<file path="config.mk">
export PLATFORM = sky130hd
export DESIGN_NAME = csr_unit_top
export DESIGN_NICKNAME = d
export VERILOG_FILES = /design/src/rtl/csr_pkg.sv /design/src/rtl/csr_unit_top.sv /design/src/rtl/csr_exec.sv /design/src/rtl/csr_operand_read.sv /design/src/rtl/csr_issue_queue.sv
export SDC_FILE = /design/constraint.sdc
export NUM_CORES = 2
export LEC_CHECK = 0
export ABC_AREA = 1
export CAP_MARGIN = 15
export CORE_ASPECT_RATIO = 0.9
export CORE_MARGIN = 2
export CORE_UTILIZATION = 45
export DETAILED_ROUTE_END_ITERATION = 6
export DONT_BUFFER_PORTS = 1
export PLACE_DENSITY = 0.73
export SLEW_MARGIN = 40
export SYNTH_ARGS = -nofsm -noshare
export SYNTH_HDL_FRONTEND = slang
export SYNTH_HIERARCHICAL = 1
export SYNTH_SLANG_ARGS = --single-unit
</file>
<file path="constraint.sdc">
create_clock -name clk -period 8.1 [get_ports clk]
set_clock_uncertainty 0.2 [all_clocks]
set_input_delay 1.215 -clock clk [delete_from_list [all_inputs] [get_ports clk]]
set_output_delay 1.215 -clock clk [all_outputs]
set_load 0.02 [all_outputs]
</file>
<file path="src/rtl/csr_pkg.sv">
`default_nettype none

package csr_pkg;

    localparam int rob_width = 6;
    localparam int iq_depth = 8;
    localparam int iq_idx_width = 3;
    localparam int preg_width = 5;
    localparam int prf_depth = 1 << preg_width;
    localparam int xlen = 32;
    localparam int csr_addr_width = 12;
    localparam int csr_count = 4;
    localparam int csr_sel_width = 2;

    typedef enum logic [2:0] {
        csr_rw,
        csr_rs,
        csr_rc,
        op_fence,
        op_fence_i,
        op_sfence_vma
    } csr_op_e;

    typedef enum logic [csr_addr_width-1:0] {
        mscratch = 12'h340,
        mtvec    = 12'h305,
        mepc     = 12'h341,
        satp     = 12'h180
    } csr_addr_e;

    typedef struct packed {
        csr_op_e                   op;
        logic [csr_addr_width-1:0] csr_addr;   // raw, may be unimplemented.
        logic [preg_width-1:0]     rs1;
        logic [preg_width-1:0]     rs2;
        logic [preg_width-1:0]     rd;
        logic                      rd_we;
        logic [rob_width-1:0]      rob_idx;
    } dispatch_entry_t;

    typedef struct packed {
        logic                  valid;
        logic [iq_idx_width:0] count;   // freed slots.
    } credit_ret_t;

    typedef struct packed {
        dispatch_entry_t entry;
    } issue_t;

    typedef struct packed {
        dispatch_entry_t   entry;
        logic [xlen-1:0]   src1;
        logic [xlen-1:0]   src2;
    } exec_req_t;

    typedef struct packed {
        logic                  valid;
        logic [preg_width-1:0] idx;
        logic [xlen-1:0]       data;
    } prf_write_t;

    typedef struct packed {
        logic                 valid;
        logic [rob_width-1:0] rob_idx;
    } redirect_t;

    typedef struct packed {
        logic                  valid;
        logic [preg_width-1:0] rd;
        logic                  rd_we;
        logic [xlen-1:0]       old_value;
        logic                  illegal;
        logic [rob_width-1:0]  rob_idx;
    } wb_t;

    typedef struct packed {
        logic                 valid;
        csr_op_e              kind;
        logic                 clear_all;   // sfence.vma with zero address.
        logic [xlen-1:0]      vaddr;
        logic [rob_width-1:0] rob_idx;
    } fence_req_t;

    // top bit of a rob index flips on every wrap of the slot field
    function automatic logic rob_younger(input logic [rob_width-1:0] a,
                                         input logic [rob_width-1:0] b);
        if (a[rob_width-1] == b[rob_width-1]) begin
            return a[rob_width-2:0] > b[rob_width-2:0];
        end
        return a[rob_width-2:0] < b[rob_width-2:0];
    endfunction

endpackage

`default_nettype wire
</file>
<file path="src/rtl/csr_unit_top.sv">
`default_nettype none

module csr_unit_top (
    input  logic                            clk,
    input  logic                            rst,
    input  logic                            dispatch_valid,
    input  csr_pkg::dispatch_entry_t        dispatch_entry,
    output csr_pkg::credit_ret_t            credit_ret,
    input  logic [csr_pkg::rob_width-1:0]   commit_rob_idx,
    input  csr_pkg::redirect_t              redirect,
    input  csr_pkg::prf_write_t             prf_write,
    output csr_pkg::wb_t                    wb,
    output csr_pkg::fence_req_t             fence_req
);

    logic                   issue_valid;
    csr_pkg::issue_t        issue;
    logic                   exec_valid;
    csr_pkg::exec_req_t     exec_req;

    // select in cycle 0.
    csr_issue_queue u_issue_queue (
        .clk            (clk),
        .rst            (rst),
        .dispatch_valid (dispatch_valid),
        .dispatch_entry (dispatch_entry),
        .credit_ret     (credit_ret),
        .commit_rob_idx (commit_rob_idx),
        .redirect       (redirect),
        .issue_valid    (issue_valid),
        .issue          (issue)
    );

    // operands registered for cycle 1.
    csr_operand_read u_operand_read (
        .clk         (clk),
        .rst         (rst),
        .issue_valid (issue_valid),
        .issue       (issue),
        .prf_write   (prf_write),
        .exec_valid  (exec_valid),
        .exec_req    (exec_req)
    );

    // wb and fence_req registered for cycle 2.
    csr_exec u_exec (
        .clk        (clk),
        .rst        (rst),
        .exec_valid (exec_valid),
        .exec_req   (exec_req),
        .redirect   (redirect),
        .wb         (wb),
        .fence_req  (fence_req)
    );

endmodule

`default_nettype wire

</file>
<file path="src/rtl/csr_exec.sv">
`default_nettype none

module csr_exec (
    input  logic                    clk,
    input  logic                    rst,
    input  logic                    exec_valid,
    input  csr_pkg::exec_req_t      exec_req,
    input  csr_pkg::redirect_t      redirect,
    output csr_pkg::wb_t            wb,
    output csr_pkg::fence_req_t     fence_req
);

    logic [csr_pkg::xlen-1:0]          csr_q [csr_pkg::csr_count];
    logic [csr_pkg::csr_sel_width-1:0] csr_sel;
    logic [csr_pkg::xlen-1:0]          old_val;
    logic [csr_pkg::xlen-1:0]          new_val;
    logic                              legal;
    logic                              is_csr;
    logic                              is_sfence;
    logic                              fence_hit;
    logic                              kill_s1;
    logic                              kill_s2;
    logic                              fire;
    csr_pkg::wb_t                      wb_q;
    csr_pkg::fence_req_t               fence_q;
    logic                              pend_valid;
    logic [csr_pkg::csr_sel_width-1:0] pend_sel;
    logic [csr_pkg::xlen-1:0]          pend_data;

    always_comb begin
        legal = 1'b1;
        csr_sel = '0;
        case (exec_req.entry.csr_addr)
            csr_pkg::mscratch: csr_sel = 2'd0;
            csr_pkg::mtvec:    csr_sel = 2'd1;
            csr_pkg::mepc:     csr_sel = 2'd2;
            csr_pkg::satp:     csr_sel = 2'd3;
            default:           legal = 1'b0;
        endcase
    end

    assign is_csr = exec_req.entry.op inside {csr_pkg::csr_rw, csr_pkg::csr_rs, csr_pkg::csr_rc};
    assign is_sfence = exec_req.entry.op == csr_pkg::op_sfence_vma;
    assign old_val = (is_csr && legal) ? csr_q[csr_sel] : '0;

    always_comb begin
        case (exec_req.entry.op)
            csr_pkg::csr_rs: new_val = old_val | exec_req.src1;
            csr_pkg::csr_rc: new_val = old_val & ~exec_req.src1;
            default:         new_val = exec_req.src1;
        endcase
    end

    // every csr op to satp counts as a write of it.
    assign fence_hit = exec_req.entry.op inside {csr_pkg::op_fence, csr_pkg::op_fence_i,
                                                 csr_pkg::op_sfence_vma} ||
                       (is_csr && legal && exec_req.entry.csr_addr == csr_pkg::satp);

    assign kill_s1 = redirect.valid &&
                     csr_pkg::rob_younger(exec_req.entry.rob_idx, redirect.rob_idx);
    assign kill_s2 = redirect.valid && csr_pkg::rob_younger(wb_q.rob_idx, redirect.rob_idx);
    assign fire = exec_valid && !kill_s1;

    // CSR update is held one cycle so a late redirect can still cancel it
    always_ff @(posedge clk or posedge rst) begin
        if (rst) begin
            for (int i = 0; i < csr_pkg::csr_count; i++) begin
                csr_q[i] <= '0;
            end
            wb_q <= '0;
            fence_q <= '0;
            pend_valid <= 1'b0;
            pend_sel <= '0;
            pend_data <= '0;
        end else begin
            if (pend_valid && !kill_s2) begin
                csr_q[pend_sel] <= pend_data;
            end
            wb_q.valid <= fire;
            fence_q.valid <= fire && fence_hit;
            pend_valid <= fire && is_csr && legal;
            if (exec_valid) begin
                wb_q.rd <= exec_req.entry.rd;
                wb_q.rd_we <= exec_req.entry.rd_we;
                wb_q.old_value <= old_val;
                wb_q.illegal <= is_csr && !legal;
                wb_q.rob_idx <= exec_req.entry.rob_idx;
                fence_q.kind <= exec_req.entry.op;
                fence_q.clear_all <= is_sfence && exec_req.src1 == '0;
                fence_q.vaddr <= is_sfence ? exec_req.src1 : '0;
                fence_q.rob_idx <= exec_req.entry.rob_idx;
                pend_sel <= csr_sel;
                pend_data <= new_val;
            end
        end
    end

    always_comb begin
        wb = wb_q;
        wb.valid = wb_q.valid && !kill_s2;   // killed in stage 2.
        fence_req = fence_q;
        fence_req.valid = fence_q.valid && !kill_s2;
    end

endmodule

`default_nettype wire

</file>
<file path="src/rtl/csr_operand_read.sv">
`default_nettype none

module csr_operand_read (
    input  logic                    clk,
    input  logic                    rst,
    input  logic                    issue_valid,
    input  csr_pkg::issue_t         issue,
    input  csr_pkg::prf_write_t     prf_write,
    output logic                    exec_valid,
    output csr_pkg::exec_req_t      exec_req
);

    logic [csr_pkg::xlen-1:0] prf [csr_pkg::prf_depth];
    logic [csr_pkg::xlen-1:0] src1;
    logic [csr_pkg::xlen-1:0] src2;

    // same-cycle write wins over the array contents
    function automatic logic [csr_pkg::xlen-1:0] prf_read(
        input logic [csr_pkg::preg_width-1:0] idx
    );
        if (prf_write.valid && prf_write.idx == idx) begin
            return prf_write.data;
        end
        return prf[idx];
    endfunction

    always_ff @(posedge clk) begin
        if (prf_write.valid) begin
            prf[prf_write.idx] <= prf_write.data;
        end
    end

    assign src1 = prf_read(issue.entry.rs1);
    assign src2 = prf_read(issue.entry.rs2);

    always_ff @(posedge clk or posedge rst) begin
        if (rst) begin
            exec_valid <= 1'b0;
        end else begin
            exec_valid <= issue_valid;
        end
    end

    always_ff @(posedge clk) begin
        if (issue_valid) begin
            exec_req.entry <= issue.entry;
            exec_req.src1 <= src1;
            exec_req.src2 <= src2;
        end
    end

endmodule

`default_nettype wire

</file>
<file path="src/rtl/csr_issue_queue.sv">
`default_nettype none

module csr_issue_queue (
    input  logic                            clk,
    input  logic                            rst,
    input  logic                            dispatch_valid,
    input  csr_pkg::dispatch_entry_t        dispatch_entry,
    output csr_pkg::credit_ret_t            credit_ret,
    input  logic [csr_pkg::rob_width-1:0]   commit_rob_idx,
    input  csr_pkg::redirect_t              redirect,
    output logic                            issue_valid,
    output csr_pkg::issue_t                 issue
);

    typedef enum logic {idle, wait_commit} state_e;
    typedef logic [csr_pkg::iq_idx_width-1:0] idx_t;
    typedef logic [csr_pkg::iq_idx_width:0] ptr_t;   // {dir, idx}.

    csr_pkg::dispatch_entry_t mem [csr_pkg::iq_depth];
    csr_pkg::dispatch_entry_t head_entry;
    state_e                   state;
    logic [1:0]               wait_cnt;
    idx_t                     head;
    idx_t                     tail;
    logic                     hdir;
    logic                     tdir;
    ptr_t                     occupancy;
    ptr_t                     kill_cnt;
    ptr_t                     tail_base;
    ptr_t                     tail_next;
    ptr_t                     head_next;
    logic [csr_pkg::iq_depth-1:0] kill;
    logic                     empty;
    logic                     select;
    logic                     head_killed;
    logic                     pop;
    logic                     enq_drop;
    logic                     enqueue;

    assign occupancy = {tdir, tail} - {hdir, head};
    assign empty = occupancy == '0;
    assign head_entry = mem[head];

    // entries are kept in age order, so the killed ones form a suffix.
    always_comb begin
        idx_t offset;
        kill = '0;
        kill_cnt = '0;
        for (int i = 0; i < csr_pkg::iq_depth; i++) begin
            offset = idx_t'(i) - head;
            kill[i] = redirect.valid && ({1'b0, offset} < occupancy) &&
                      csr_pkg::rob_younger(mem[i].rob_idx, redirect.rob_idx);
            kill_cnt = kill_cnt + ptr_t'(kill[i]);
        end
    end

    assign head_killed = kill[head];

    assign select = !empty && state == idle &&
                    head_entry.rob_idx == commit_rob_idx && !redirect.valid;

    // wait_cnt reaches 2 on the cycle after writeback.
    assign pop = state == wait_commit && wait_cnt == 2'd2 &&
                 commit_rob_idx != head_entry.rob_idx && !head_killed;

    // a beat arriving with a redirect that kills it is dropped.
    assign enq_drop = dispatch_valid && redirect.valid &&
                      csr_pkg::rob_younger(dispatch_entry.rob_idx, redirect.rob_idx);
    assign enqueue = dispatch_valid && !enq_drop;

    assign tail_base = {tdir, tail} - kill_cnt;
    assign tail_next = tail_base + ptr_t'(enqueue);
    assign head_next = {hdir, head} + ptr_t'(pop);

    always_comb begin
        credit_ret.count = kill_cnt + ptr_t'(pop) + ptr_t'(enq_drop);
        credit_ret.valid = credit_ret.count != '0;
    end

    assign issue_valid = select;
    assign issue.entry = head_entry;

    always_ff @(posedge clk) begin
        if (enqueue) begin
            mem[tail_base[csr_pkg::iq_idx_width-1:0]] <= dispatch_entry;
        end
    end

    always_ff @(posedge clk or posedge rst) begin
        if (rst) begin
            head <= '0;
            hdir <= 1'b0;
            tail <= '0;
            tdir <= 1'b0;
        end else begin
            {hdir, head} <= head_next;
            {tdir, tail} <= tail_next;
        end
    end

    always_ff @(posedge clk or posedge rst) begin
        if (rst) begin
            state <= idle;
            wait_cnt <= '0;
        end else begin
            case (state)
                idle: begin
                    if (select) begin
                        state <= wait_commit;
                        wait_cnt <= '0;
                    end
                end
                wait_commit: begin
                    if (head_killed || pop) begin
                        state <= idle;   // op is gone or retired.
                    end else if (wait_cnt != 2'd2) begin
                        wait_cnt <= wait_cnt + 2'd1;
                    end
                end
                default: state <= idle;
            endcase
        end
    end

endmodule

`default_nettype wire

</file>
==> flow_metrics.tcl <==
set metrics [dict create \
    dr_total_vias 48700 \
    drt-total-wl_mm 191 \
    worstSetupEndpointType "primary output" \
    max_slew.worst_pin.slew_ns 0.893 \
    met2_usage_pct 37.7 \
    p_sw_share_pct 38.0 \
    setup_ws_ns 0.298 \
    dp_hpwl_mm 104 \
    hold_class "primary input to asynchronous set/reset pin" \
    yosysWarnings 6 \
    grt_pass1_wl_mm 284 \
    max_freq_ghz 0.128 \
    layout_common_cells "nand2_1, edfxtp_1, nand3_1, inv_1, dfrtp_1" \
    finalHoldViolations 0 \
    fin_util_pct 49.3 \
    grt_pass1_vias 46300 \
    arrival_ns 6.39 \
    setup.worst_path.start_class "flip-flop" \
    avgRoutedWirePerCell_um 22.2 \
    route.detailed.drc 0 \
    coreArea_um2 155000 \
    dp_slack_ns 0.788 \
    grt_most_used_layer "met2" \
    io_buffers 0 \
    post_dp_cell_area_um2 71000 \
    pwr-share-clk_pct 25.9 \
    syn-num-nets 6790 \
    status "completed" \
    period_needed_ns 7.80 \
    antenna_found_initial 6 \
    path_clk_slew_ns 0.06 \
    grt-ovfl-total 0 \
    rows 137 \
    grt_use_met3_pct 4.94 \
    seq_power_share_pct 40.2 \
    clock-root-buffer "clkbuf_16" \
    gp_congestion 0.860 \
    final_area_um2 76200 \
    first_pass_iters 7 \
    p_per_area_nw_per_um2 359 \
    cts-buffers-inserted 157 \
    internal_power_w 0.0170 \
    nets 6564 \
    final_common_cell "nand2_1" \
    cts_sinks 1597 \
    netlist_instances 6612 \
    postRouteAntennaNets 0 \
    fp.dieW_um 419 \
    p_leak_nw 30.1 \
    area_growth_pct 9.01 \
    die_area_um2 159000 \
    slew_headroom_pct 40.4 \
    met1_usage_pct 31.1 \
    finalMaxSlewViolations 0 \
    cap_violations 0 \
    vias_per_cell 5.66 \
    die_height_um 378 \
    grt_start_max_net_pins 161 \
    share_comb_of_total_power_pct 33.9 \
    worst-path-max-fanout 5 \
    p_sw_w 0.0104 \
    peakVddDrop_mv 0.570 \
    track_usage_pct 23.6 \
    cts_tree "done" \
    boundaryPins 185 \
    syn-cell-area_um2 69900 \
    fin_crit_sh_pct 96.3 \
    postSynthAreaPerCell_um2 10.6 \
    timing.hold.ws_ns 0.0929 \
    drive_gt1_share_pct 6.66 \
    drtIter0Drc 6090 \
    ctsHtreeMaxLevel 4 \
    cts_max_path_buffers 3 \
    ff2ff_setup_slack_ns 1.27 \
    start_util_pct 45.2 \
    nFillCells 13300 \
    required_ns 6.68 \
    path_class "flip-flop to primary output" \
    clk_latency_ns 0.80 \
    setup_viol_count_final 0 \
]
[registers in the layout, indices dropped and copies added, names as in the netlist, 2 cells and up]
| name | cells |
|---|---|
| u_exec/wb | 39 |
| u_issue_queue/tail | 3 |
| u_issue_queue/mem | 256 |
| u_issue_queue/wait_cnt | 2 |
| u_operand_read/prf | 1024 |
| u_exec/csr_q | 128 |
| u_exec/pend_sel | 2 |
| u_exec/fence_req | 42 |
| u_operand_read/exec_req | 59 |
| u_exec/pend_data | 32 |
| u_issue_queue/head | 3 |
[through the flow]
step | instances | total power [W] | setup TNS, ns
2_1_floorplan | 6612 | 0.0174 | 0
3_3_place_gp | 8303 | 0.0200 | 0
3_5_place_dp | 8304 | 0.0202 | 0
4_1_cts | 8594 | 0.0273 | 0
5_1_grt | 8602 | 0.0287 | -0.0393
6_report | 8602 | 0.0274 | 0
[layer usage]
layer	up-vias	wire length [µm]	share of wire, %
li1	22100	-	-
met1	23600	74200	39
met2	2526	88900	47
met3	498	19200	10
met4	8	8800	4.6
met5	-	60	0.031
[power by group through the flow]
stage | combinational [W] | sequential [W] | clock [W]
3_5_place_dp | 0.00904 | 0.0112 | 0
3_3_place_gp | 0.00885 | 0.0111 | 0
6_report | 0.00926 | 0.0110 | 0.00709
2_1_floorplan | 0.00638 | 0.0110 | 0
5_1_grt | 0.0102 | 0.0111 | 0.00748
4_1_cts | 0.00910 | 0.0110 | 0.00716
[repair_timing]
item / in CTS / in global routing
hold buffers: 1 / 0
gates resized for setup: 1 / 15
buffers inserted: 0 / 4
gates cloned: 0 / 0
setup endpoints to repair: 1 / 1
pin swaps: 0 / 3
endpoints found under the hold margin: 1 / 0
[final timing paths]
check / start / end / depth (start not counted)
min in group clk: u_exec/csr_q[50] / u_exec/csr_q[50] / 2
hold / removal: rst / u_exec/fence_req[0] / 1
hold reg to reg: u_exec/csr_q[50] / u_exec/csr_q[50] / 2
setup / recovery: u_issue_queue/head[0] / credit_ret[4] / 25
setup reg to reg: u_issue_queue/head[0] / u_issue_queue/mem[4][22] / 29
max in group asynchronous: rst / u_exec/csr_q[87] / 4
[cell type report]
class,instances,area (µm²),share of cell area (%)
flip-flops and latches,1597,46700,61.2
clock inverters,91,791,1.04
inverters,354,1370,1.79
diodes,1,2.50,0.00328
repair buffers,107,986,1.29
well taps,2085,2610,3.42
multi-input cells,4169,19600,25.7
clock buffers,198,4190,5.49
[worst max-delay path, cell delays in order, from the launching register on]
cell     delay [ns]
dfrtp_4        0.50
ha_1           0.20
inv_1          0.08
fa_1           0.42
inv_2          0.10
ha_1           0.26
nor2_2         0.10
nor2_2         0.06
nand2_1        0.06
nand2_1        0.05
nand2_1        0.08
nand2_1        0.09
nand4_1        0.16
inv_1          0.08
fa_1           0.53
inv_1          0.05
fa_1           0.49
fa_1           0.40
inv_1          0.06
ha_1           0.16
inv_1          0.06
fa_1           0.52
inv_2          0.07
ha_2           0.20
xor2_2         0.22
or4_4          0.59
No activity file was read; power rests on OpenSTA's default activity.
